<file path="src/branch_pkg.sv">
`default_nettype none

package branch_pkg;

        // --------------------------------------------------
        // machine word and opcode field
        // --------------------------------------------------
        typedef logic [15:0] word_t;
        typedef logic [3:0]  opcode_t;

        localparam opcode_t OP_BNE = 4'd0;
        localparam opcode_t OP_BEQ = 4'd1;
        localparam opcode_t OP_BGZ = 4'd2;
        localparam opcode_t OP_BLZ = 4'd3;
        localparam opcode_t OP_JMP = 4'd9;

        // --------------------------------------------------
        // instruction word, two decodings of the same bits
        // --------------------------------------------------
        typedef struct packed {
                opcode_t    opcode;
                logic [1:0] rs;
                logic [1:0] rt;
                logic [7:0] imm;
        } i_view_t;

        typedef struct packed {
                opcode_t     opcode;
                logic [11:0] target;
        } j_view_t;

        typedef union packed {
                i_view_t i_view;
                j_view_t j_view;
        } instr_u;

        // --------------------------------------------------
        // two-bit saturating counter
        // --------------------------------------------------
        typedef logic [1:0] ctr_t;

        localparam ctr_t CTR_STRONG_NOT   = 2'd0;
        localparam ctr_t CTR_WEAK_NOT     = 2'd1;
        localparam ctr_t CTR_WEAK_TAKEN   = 2'd2;
        localparam ctr_t CTR_STRONG_TAKEN = 2'd3;

        // 16 entries
        localparam int BTB_INDEX_BITS_DEFAULT = 4;

endpackage

`default_nettype wire

</file>
<file path="src/resolve_if.sv">
`timescale 1ns/1ps
`default_nettype none

interface resolve_if;

        // branch or jump resolved this cycle
        logic              valid;
        // address of the resolved instruction
        branch_pkg::word_t pc;
        logic              taken;
        branch_pkg::word_t target;
        // real next address after the resolved instruction
        branch_pkg::word_t next_pc;
        logic              miss;

        modport src (output valid, pc, taken, target, next_pc, miss);

        // table update side
        modport predictor (input valid, pc, taken, target);

        // fetch redirect and counters
        modport steer (input valid, miss, next_pc);

endinterface

`default_nettype wire

</file>
<file path="src/branch_resolver.sv">
`timescale 1ns/1ps
`default_nettype none

module branch_resolver (
        input  wire logic              i_ex_valid,
        input  wire branch_pkg::word_t i_ex_instr,
        input  wire branch_pkg::word_t i_ex_pc,
        input  wire branch_pkg::word_t i_ex_predicted_pc,
        input  wire branch_pkg::word_t i_ex_rs_data,
        input  wire branch_pkg::word_t i_ex_rt_data,
        resolve_if.src                 res
);

        branch_pkg::instr_u instr;
        branch_pkg::word_t  pc_plus_one;
        branch_pkg::word_t  imm_ext;
        branch_pkg::word_t  i_target;
        branch_pkg::word_t  j_target;
        branch_pkg::word_t  target;
        branch_pkg::word_t  next_pc;
        logic               is_branch;
        logic               is_jump;
        logic               cond;
        logic               resolve_valid;

        assign instr = i_ex_instr;

        // --------------------------------------------------
        // targets
        // --------------------------------------------------
        assign pc_plus_one = i_ex_pc + 16'd1;
        assign imm_ext     = {{8{instr.i_view.imm[7]}}, instr.i_view.imm};
        assign i_target    = pc_plus_one + imm_ext;
        // jump keeps the top nibble of its own address
        assign j_target    = {i_ex_pc[15:12], instr.j_view.target};
        assign is_jump     = instr.j_view.opcode == branch_pkg::OP_JMP;
        assign target      = is_jump ? j_target : i_target;

        // --------------------------------------------------
        // condition per opcode
        // --------------------------------------------------
        always_comb begin
                is_branch = 1'b1;
                cond      = 1'b0;
                case (instr.i_view.opcode)
                        branch_pkg::OP_BNE: cond = i_ex_rs_data != i_ex_rt_data;
                        branch_pkg::OP_BEQ: cond = i_ex_rs_data == i_ex_rt_data;
                        branch_pkg::OP_BGZ: cond = $signed(i_ex_rs_data) > 0;
                        branch_pkg::OP_BLZ: cond = $signed(i_ex_rs_data) < 0;
                        branch_pkg::OP_JMP: cond = 1'b1;
                        default:            is_branch = 1'b0;
                endcase
        end

        assign resolve_valid = i_ex_valid && is_branch;
        assign next_pc       = cond ? target : pc_plus_one;

        assign res.valid   = resolve_valid;
        assign res.pc      = i_ex_pc;
        assign res.taken   = cond;
        assign res.target  = target;
        assign res.next_pc = next_pc;
        // fetch went down the wrong path
        assign res.miss    = resolve_valid && (next_pc != i_ex_predicted_pc);

        // miss settles to a known level
        always_comb begin
                assert final (!$isunknown(res.miss))
                else $error("miss flag is not a known level");
        end

endmodule

`default_nettype wire

</file>
<file path="src/branch_predictor.sv">
`timescale 1ns/1ps
`default_nettype none

module branch_predictor #(
        parameter int BTB_INDEX_BITS = branch_pkg::BTB_INDEX_BITS_DEFAULT
) (
        input  wire logic              clk,
        input  wire logic              reset_n,
        input  wire branch_pkg::word_t i_fetch_pc,
        output branch_pkg::word_t      o_predicted_pc,
        resolve_if.predictor           res
);

        localparam int ENTRIES  = 1 << BTB_INDEX_BITS;
        localparam int TAG_BITS = 16 - BTB_INDEX_BITS;

        logic [TAG_BITS-1:0] tag_mem    [ENTRIES];
        branch_pkg::word_t   target_mem [ENTRIES];
        branch_pkg::ctr_t    ctr_mem    [ENTRIES];

        logic [BTB_INDEX_BITS-1:0] rd_index;
        logic [BTB_INDEX_BITS-1:0] wr_index;
        logic [TAG_BITS-1:0]       rd_tag;
        logic [TAG_BITS-1:0]       wr_tag;
        logic                      rd_hit;
        logic                      wr_match;
        branch_pkg::ctr_t          ctr_next;

        assign rd_index = i_fetch_pc[BTB_INDEX_BITS-1:0];
        assign rd_tag   = i_fetch_pc[15:BTB_INDEX_BITS];
        assign wr_index = res.pc[BTB_INDEX_BITS-1:0];
        assign wr_tag   = res.pc[15:BTB_INDEX_BITS];

        // --------------------------------------------------
        // lookup
        // --------------------------------------------------
        always_comb begin
                rd_hit   = 1'b0;
                wr_match = 1'b0;
                // never-written tags fall to the no-match side
                if (tag_mem[rd_index] == rd_tag)
                        rd_hit = 1'b1;
                if (tag_mem[wr_index] == wr_tag)
                        wr_match = 1'b1;
        end

        assign o_predicted_pc = (rd_hit && ctr_mem[rd_index] >= branch_pkg::CTR_WEAK_TAKEN) ?
                                target_mem[rd_index] : i_fetch_pc + 16'd1;

        // --------------------------------------------------
        // update on resolve
        // --------------------------------------------------
        always_comb begin
                ctr_next = ctr_mem[wr_index];
                if (wr_match) begin
                        if (res.taken && ctr_next != branch_pkg::CTR_STRONG_TAKEN)
                                ctr_next = ctr_next + 2'd1;
                        else if (!res.taken && ctr_next != branch_pkg::CTR_STRONG_NOT)
                                ctr_next = ctr_next - 2'd1;
                end else begin
                        // fresh entry starts weak
                        ctr_next = res.taken ? branch_pkg::CTR_WEAK_TAKEN :
                                               branch_pkg::CTR_WEAK_NOT;
                end
        end

        always_ff @(posedge clk) begin
                if (res.valid && !wr_match) begin
                        tag_mem[wr_index]    <= wr_tag;
                        target_mem[wr_index] <= res.target;
                end
        end

        always_ff @(posedge clk) begin
                if (!reset_n) begin
                        for (int i = 0; i < ENTRIES; i++)
                                ctr_mem[i] <= branch_pkg::CTR_STRONG_NOT;
                end else if (res.valid) begin
                        ctr_mem[wr_index] <= ctr_next;
                end
        end

        // updated counter holds a known value in range
        ctr_in_range: assert property (@(posedge clk) disable iff (!reset_n)
                res.valid |=> ctr_mem[$past(wr_index)] inside
                        {[branch_pkg::CTR_STRONG_NOT:branch_pkg::CTR_STRONG_TAKEN]})
        else $error("counter out of range after update");

endmodule

`default_nettype wire

</file>
<file path="src/fetch_pc_unit.sv">
`timescale 1ns/1ps
`default_nettype none

module fetch_pc_unit (
        input  wire logic              clk,
        input  wire logic              reset_n,
        input  wire logic              i_stall,
        input  wire branch_pkg::word_t i_predicted_pc,
        output branch_pkg::word_t      o_pc,
        output logic                   o_redirect,
        output branch_pkg::word_t      o_num_branch,
        output branch_pkg::word_t      o_num_miss,
        resolve_if.steer               res
);

        branch_pkg::word_t pc_next;

        // --------------------------------------------------
        // redirect choice
        // --------------------------------------------------
        // a miss in execute overrides the prediction
        assign o_redirect = res.miss;
        assign pc_next    = res.miss ? res.next_pc : i_predicted_pc;

        always_ff @(posedge clk) begin
                if (!reset_n) begin
                        o_pc <= '0;
                end else if (!i_stall) begin
                        o_pc <= pc_next;
                end
        end

        // --------------------------------------------------
        // branch and miss counters
        // --------------------------------------------------
        always_ff @(posedge clk) begin
                if (!reset_n) begin
                        o_num_branch <= '0;
                        o_num_miss   <= '0;
                end else if (!i_stall) begin
                        if (res.valid)
                                o_num_branch <= o_num_branch + 16'd1;
                        if (res.miss)
                                o_num_miss <= o_num_miss + 16'd1;
                end
        end

        // execute stage is empty while fetch is stalled
        no_resolve_in_stall: assert property (@(posedge clk) disable iff (!reset_n)
                i_stall |-> !res.valid)
        else $error("branch resolved during stall");

endmodule

`default_nettype wire

</file>
<file path="src/branch_unit.sv">
`timescale 1ns/1ps
`default_nettype none

module branch_unit #(
        parameter int BTB_INDEX_BITS = branch_pkg::BTB_INDEX_BITS_DEFAULT
) (
        input  wire logic              clk,
        input  wire logic              reset_n,
        input  wire logic              i_stall,
        input  wire logic              i_ex_valid,
        input  wire branch_pkg::word_t i_ex_instr,
        input  wire branch_pkg::word_t i_ex_pc,
        input  wire branch_pkg::word_t i_ex_predicted_pc,
        input  wire branch_pkg::word_t i_ex_rs_data,
        input  wire branch_pkg::word_t i_ex_rt_data,
        output branch_pkg::word_t      o_pc,
        output branch_pkg::word_t      o_predicted_pc,
        output logic                   o_redirect,
        output branch_pkg::word_t      o_num_branch,
        output branch_pkg::word_t      o_num_miss
);

        // resolve results from execute
        resolve_if res_bus ();

        // --------------------------------------------------
        // execute stage resolve
        // --------------------------------------------------
        branch_resolver resolver0 (
                .i_ex_valid        (i_ex_valid),
                .i_ex_instr        (i_ex_instr),
                .i_ex_pc           (i_ex_pc),
                .i_ex_predicted_pc (i_ex_predicted_pc),
                .i_ex_rs_data      (i_ex_rs_data),
                .i_ex_rt_data      (i_ex_rt_data),
                .res               (res_bus.src)
        );

        // lookup runs on the current fetch address
        branch_predictor #(
                .BTB_INDEX_BITS (BTB_INDEX_BITS)
        ) predictor0 (
                .clk            (clk),
                .reset_n        (reset_n),
                .i_fetch_pc     (o_pc),
                .o_predicted_pc (o_predicted_pc),
                .res            (res_bus.predictor)
        );

        // --------------------------------------------------
        // fetch address and counters
        // --------------------------------------------------
        fetch_pc_unit fetch0 (
                .clk            (clk),
                .reset_n        (reset_n),
                .i_stall        (i_stall),
                .i_predicted_pc (o_predicted_pc),
                .o_pc           (o_pc),
                .o_redirect     (o_redirect),
                .o_num_branch   (o_num_branch),
                .o_num_miss     (o_num_miss),
                .res            (res_bus.steer)
        );

endmodule

`default_nettype wire

</file>
<file path="config.mk">
export PLATFORM = sky130hd
export DESIGN_NAME = branch_unit
export DESIGN_NICKNAME = d
export VERILOG_FILES = /design/src/branch_pkg.sv /design/src/resolve_if.sv /design/src/branch_resolver.sv /design/src/branch_predictor.sv /design/src/fetch_pc_unit.sv /design/src/branch_unit.sv
export SDC_FILE = /design/constraint.sdc
export NUM_CORES = 1
export LEC_CHECK = 0
export BUFFER_PORTS_ARGS = -buffer_cell sky130_fd_sc_hd__buf_4
export CORE_MARGIN = 4
export CORE_UTILIZATION = 55
export DETAILED_ROUTE_END_ITERATION = 16
export GPL_TIMING_DRIVEN = 1
export PLACE_DENSITY = 0.86
export SYNTH_ARGS = -nofsm -noshare
export SYNTH_HDL_FRONTEND = slang
export SYNTH_SLANG_ARGS = --single-unit
</file>
<file path="constraint.sdc">
create_clock -name clk -period 6.9 [get_ports clk]
set_input_delay 1.38 -clock clk [delete_from_list [all_inputs] [get_ports clk]]
set_output_delay 1.38 -clock clk [all_outputs]
set_load 0.01 [all_outputs]
</file>
==> metrics.txt, run 1 <==
synth warn=0; starting DRC count in detailed routing=between 3000 and 4000; Final Slew Violations=0; std cell rows=78; Mapped Area=25700 µm²; Routed WL=approximately 76000 µm; global-route wire length before repair=around 110000 µm; Yosys reg bits=around 530; H-tree depth=2; total core area=between 40000 and 50000 µm²; post-DR wirelength/cell=between 30 and 40 µm; Post-Place Worst Slack=-206 ps; Main synth FF type=edfxtp_1; postcts setup bufs=0; Crit path required time=between 5000 and 6000 ps; initial antenna violation count=3; Tot GR Track Use=0.299; setup TNS=0 ps; Max FO, Critical Path=21; Final nets=1906; Layout Skew=27.5 ps; Power per Cell Area=254 nW/µm²; fin crit period=6800 ps; area grow syn2layout=15.0%; via/cell ratio=roughly 7; synthesized area per cell=around 16 µm²; CTS Buf Count=52; Synth Net Count=~1700; Placed Instances=~2300; CTS Buffer Depth=3; Hold Crit Class=reg2reg; main area contributors after synthesis=edfxtp_1 (56%), mux4_2 (19%), dfxtp_1 (4.1%), xnor2_1 (2.3%), nand2_1 (1.8%); CP Class=in2out; share of cells above drive strength 1=0.308; element type at the critical path end=output port; post-synth top area share=0.561; CTS tree=yes; via count=about 17000; Initial Util=0.561; Synth area leader=edfxtp_1; DRC violations left=0; GP Congestion=0.983; fin worst setup slack=103 ps; Final Setup Violations=0; Post-synth EDFFs=480; Worst Hold Launch=fetch0.o_num_miss[9]; Final Hold Fails=0; Setup crit start=i_ex_pc[4]; max_cap viols=0; maximum VDD drop=0.200 mV; Clk pin slew, worst setup/hold paths=about 60 ps; Critical Path AT=5420 ps; largest net degree at the start of global routing=64; DIE WIDTH=roughly 220 µm; post-synth cell types=between 70 and 80; slew margin rel.=0.300; Worst-Margin Slew=approximately 1000 ps; startpoint types=input port; grt ovf=0; post-route ant nets=0; Post-Syn Instances=roughly 1600; number of global-route vias before repair=~17000; I/O pin cnt=149; Seq/Total Area, Yosys=0.602; CTS sink count=between 500 and 600; Clk Latency, worst-skew pair=620 ps; fin cells=between 2000 and 2500; crit share post-route=0.985; fmax=around 150 MHz; Synth async-reset ratio=0; port bufs=~150; die height=between 200 and 250 µm; DRT Pass-1 Iters=8; run status=completed; clock root buffer=clkbuf_16; dpl hpwl=roughly 47000 µm; DIE AREA=between 50000 and 60000 µm²; Pleak=~9.7 nW
[flip-flops by register name, summed over array words and instances, names as in the netlist, named ones only]
| name | cells |
|---|---|
| fetch0.o_num_branch | 16 |
| predictor0.target_mem | 256 |
| predictor0.ctr_mem | 32 |
| predictor0.tag_mem | 192 |
| fetch0.o_num_miss | 16 |
| fetch0.o_pc | 16 |
[where the power goes]
part           internal, mW  leakage, nW  total [mW]  switching (mW)
logic                 0.406         4.09       0.954           0.549
registers              3.63         4.78        3.70          0.0632
clock network          1.63        0.802        2.83            1.20
total                  5.67         9.67        7.48            1.82
[metrics by stage]
| stage | utilization | hold slack [ps] | total power [mW] | cell area [µm²] |
|---|---|---|---|---|
| 2_1_floorplan | - | 494 | 4.31 | 25700 |
| 3_3_place_gp | 0.606 | 468 | 4.63 | 27700 |
| 3_5_place_dp | 0.606 | 491 | 4.67 | 27700 |
| 4_1_cts | 0.643 | 499 | 7.47 | 29400 |
| 5_1_grt | 0.645 | 527 | 7.69 | 29500 |
| 6_report | 0.645 | 498 | 7.48 | 29500 |
[routing by layer]
| metal | up-vias | global-route usage | routed length [µm] |
|---|---|---|---|
| li1 | 6918 | - | - |
| met1 | 8515 | 0.398 | 25600 |
| met2 | 1520 | 0.474 | 35800 |
| met3 | 298 | 0.0731 | 10400 |
| met4 | 4 | 0.135 | 4150 |
| met5 | - | 0 | 25 |
[synthesized netlist by cell type (all sizes together) (13+ instances only)]
master / n
edfxtp: 480
mux4: 215
nand2: 126
nor2: 75
xnor2: 68
buf: 56
clkbuf: 53
dfxtp: 52
nand3: 48
a21oi: 46
o21ai: 42
nor3: 39
xor2: 32
nand4: 30
ha: 24
inv: 23
and3: 22
a31oi: 20
nor4: 18
mux2i: 16
o22ai: 13
[cells by family after synthesis]
| group | synth area share |
|---|---|
| XOR/XNOR | 0.0350 |
| AO/OA/AOI/OAI | 0.0497 |
| flip-flops | 0.602 |
| buffers and inverters | 0.0232 |
| multiplexers | 0.198 |
| adder cells (fa/ha/maj) | 0.0125 |
| AND/OR/NAND/NOR | 0.0792 |
[area by class of cell]
type | count | area [µm²]
clock buffers | 65 | 1370
flip-flops and latches | 532 | 15500
inverters | 24 | 90.1
well taps | 600 | 751
clock inverters | 28 | 292
fillers | 2978 | 16300
repair buffers | 218 | 1700
diodes | 1 | 2.50
multi-input cells | 969 | 9840
[cell usage in the layout (no fill, tap or decap), types with 8 or more instances in the layout]
master	Yosys	layout
a21oi_1	44	43
a31oi_1	20	18
and3_1	22	19
buf_4	10	212
clkbuf_1	53	12
clkbuf_16	0	53
clkinv_1	1	12
dfxtp_1	52	48
edfxtp_1	480	480
ha_1	24	21
inv_1	22	22
mux2_2	8	8
mux2i_1	16	15
mux4_2	215	215
nand2_1	125	125
nand2b_1	12	12
nand3_1	47	46
nand4_1	28	28
nor2_1	74	69
nor3_1	39	33
nor4_1	15	9
o21a_1	8	8
o21ai_0	37	35
o22ai_1	13	13
o31a_1	12	12
or4_1	8	8
xnor2_1	68	67
xor2_1	32	32
[what timing repair did]
item	CTS	global route
endpoints found under the hold margin	0	0
hold buffers	0	0
setup endpoints to repair	1	1
gates resized for setup	7	14
[worst max-delay path, cell delays in order]
cell	delay, ps
buf_6	200
nand3_4	200
nor2_1	240
and3_1	200
xor2_1	250
ha_1	390
a21oi_1	260
o211ai_1	140
a31oi_2	230
o22ai_1	120
mux2_2	320
mux2i_2	310
xnor2_1	110
nor4bb_1	380
buf_4	190
and4_4	230
nor2_1	80
buf_4	170
[worst paths after layout]
kind	slack [ps]	endpoint	cells after the start
min reg2reg	500	fetch0.o_num_miss[9]	2
min	500	fetch0.o_num_miss[9]	2
max	100	o_redirect	18
max reg2reg	2520	fetch0.o_pc[2]	13
No activity file was read; power rests on OpenSTA's default activity.
==> inputs of run 2 (changes only) <==
==> constraint.sdc (replaced) <==
create_clock -name clk -period 6.9 [get_ports clk]
set_input_delay 0.69 -clock clk [delete_from_list [all_inputs] [get_ports clk]]
set_output_delay 0.69 -clock clk [all_outputs]
set_load 0.01 [all_outputs]
==> metrics.txt, run 2 (synthesized netlist as in run 1, its figures left out) <==
Sw Ratio=0.240; crit share post-route=0.957; run status=completed; maximum VDD drop=between 0.15 and 0.2 mV; CTS Buffer Depth=3; Final Slew Violations=0; clock root buffer=clkbuf_16; fin crit period=around 6600 ps; sequential fraction of design power=0.493; port bufs=148; DRC violations left=0; Ant. Diodes=0; H-tree depth=2; Crit path required time=slightly above 6000 ps; area of the multi-input gates=9730 µm²; leading cell type in the layout, fill and taps excluded=edfxtp_1; Clk pin slew, worst setup/hold paths=around 60 ps; Routed WL=74500 µm; dpl hpwl=46400 µm; CTS tree=yes; grt ovf=0; die height=about 220 µm; PostCTS Resize Cnt=0; post-DR wirelength/cell=30.8 µm; Final Hold Fails=0; DIE AREA=approximately 50000 µm²; reg-to-reg setup timing slack=about 2300 ps; DRT Pass-1 Iters=8; CTS Buf Count=52; via count=between 15000 and 20000; Final nets=~1900; Pleak=between 9 and 10 nW; cts hold-fix bufs=0; startpoint types=input port; Worst-Margin Slew=1220 ps; starting DRC count in detailed routing=around 3100; CTS sink count=around 530; GP Congestion=around 0.95; setup TNS=0 ps; postcts setup bufs=0; I/O pin cnt=149; fill count=2992; Initial Util=0.561; most frequent cells in the layout=edfxtp_1 (480), mux4_2 (215), buf_4 (196), nand2_1 (125), nor2_1 (70); slew margin rel.=0.189; Gate power share=0.123; Power per Cell Area=between 200 and 300 nW/µm²; number of global-route vias before repair=between 15000 and 20000; total core area=~46000 µm²; Final Setup Violations=0; via/cell ratio=~7.1; Layout Skew=approximately 30 ps; max reg flops=about 260; initial antenna violation count=1; share of cells above drive strength 1=0.297; Reg area=between 15000 and 20000 µm²; post-route ant nets=0; Post-Place Worst Slack=roughly 440 ps; area grow syn2layout=14.1%; max_cap viols=0; largest net degree at the start of global routing=a little under 60; Critical Path AT=between 5000 and 6000 ps; Clk network pwr share=0.384; Core Util, Final=0.640; fin worst setup slack=just under 300 ps; Regs by FF count=predictor0.target_mem (256), predictor0.tag_mem (192), predictor0.ctr_mem (32); Reg with most FFs=predictor0.target_mem; Clk Latency, worst-skew pair=~610 ps; design internal power=approximately 5.7 mW; Tot GR Track Use=0.292; RSZ-0062 raised after global routing=no; DIE WIDTH=approximately 220 µm; fmax=about 150 MHz; CP Class=in2out; Net Sw Power=approximately 1.8 mW; global-route wire length before repair=between 100000 and 150000 µm; element type at the critical path end=output port; Hold Crit Class=in2reg; std cell rows=78; Max FO, Critical Path=39
## run 2: cell count changes in the layout (fill, tap and decap cells not counted), sizes merged
| cell | delta |
|---|---|
| clkinv | +5 |
| clkbuf | -3 |
| buf | -19 |
| diode | -1 |
| clkinvlp | -3 |
## run 2: area by class of cell
type	instances	area share
flip-flops and latches	532	0.528
multi-input cells	969	0.332
repair buffers	199	0.0523
clock buffers	62	0.0482
well taps	600	0.0256
clock inverters	30	0.0103
inverters	24	0.00308
## run 2: worst paths after layout
kind	from	endpoint	cells past startpoint
hold reg to reg	fetch0.o_num_miss[9]	fetch0.o_num_miss[9]	2
setup / recovery	i_ex_pc[1]	o_redirect	17
setup reg to reg	flip-flop	flip-flop	13
hold / removal	i_ex_pc[9]	predictor0.tag_mem[10][5]	1
## run 2: worst max-delay path, stage by stage
cell and delay (ps):
buf_4 80, buf_4 330, buf_4 570, inv_1 160, ha_1 460, ha_1 290
a21o_1 180, nand4_1 160, nand2_1 90, xnor2_1 140, a21oi_1 920, mux2_2 390
xnor2_1 120, nor4bb_1 420, and4_4 600, nor2_1 100, buf_4 160
## run 2: metrics by stage
stage | instances | area, µm² | total power [mW] | hold slack (ps)
floorplan | 1634 | 25700 | 4.31 | 494
global placement | 2324 | 27600 | 4.63 | 468
detailed placement | 2324 | 27600 | 4.66 | 492
CTS | 2416 | 29300 | 7.50 | 441
global route | 2416 | 29300 | 7.70 | 463
finish | 2416 | 29300 | 7.50 | 463
## run 2: power by group through the flow
stage	clock, mW	sequential, mW	combinational, mW
floorplan	0	3.72	0.593
global placement	0	3.76	0.864
detailed placement	0	3.77	0.895
CTS	2.89	3.70	0.904
global route	3.02	3.70	0.969
finish	2.88	3.70	0.924
## run 2: layer usage
metal	track usage	wire [µm]	up-vias
met5	0	0	-
met3	0.0722	10300	287
met4	0.130	3890	0
met1	0.391	25200	8462
met2	0.462	35000	1491
li1	-	-	6871
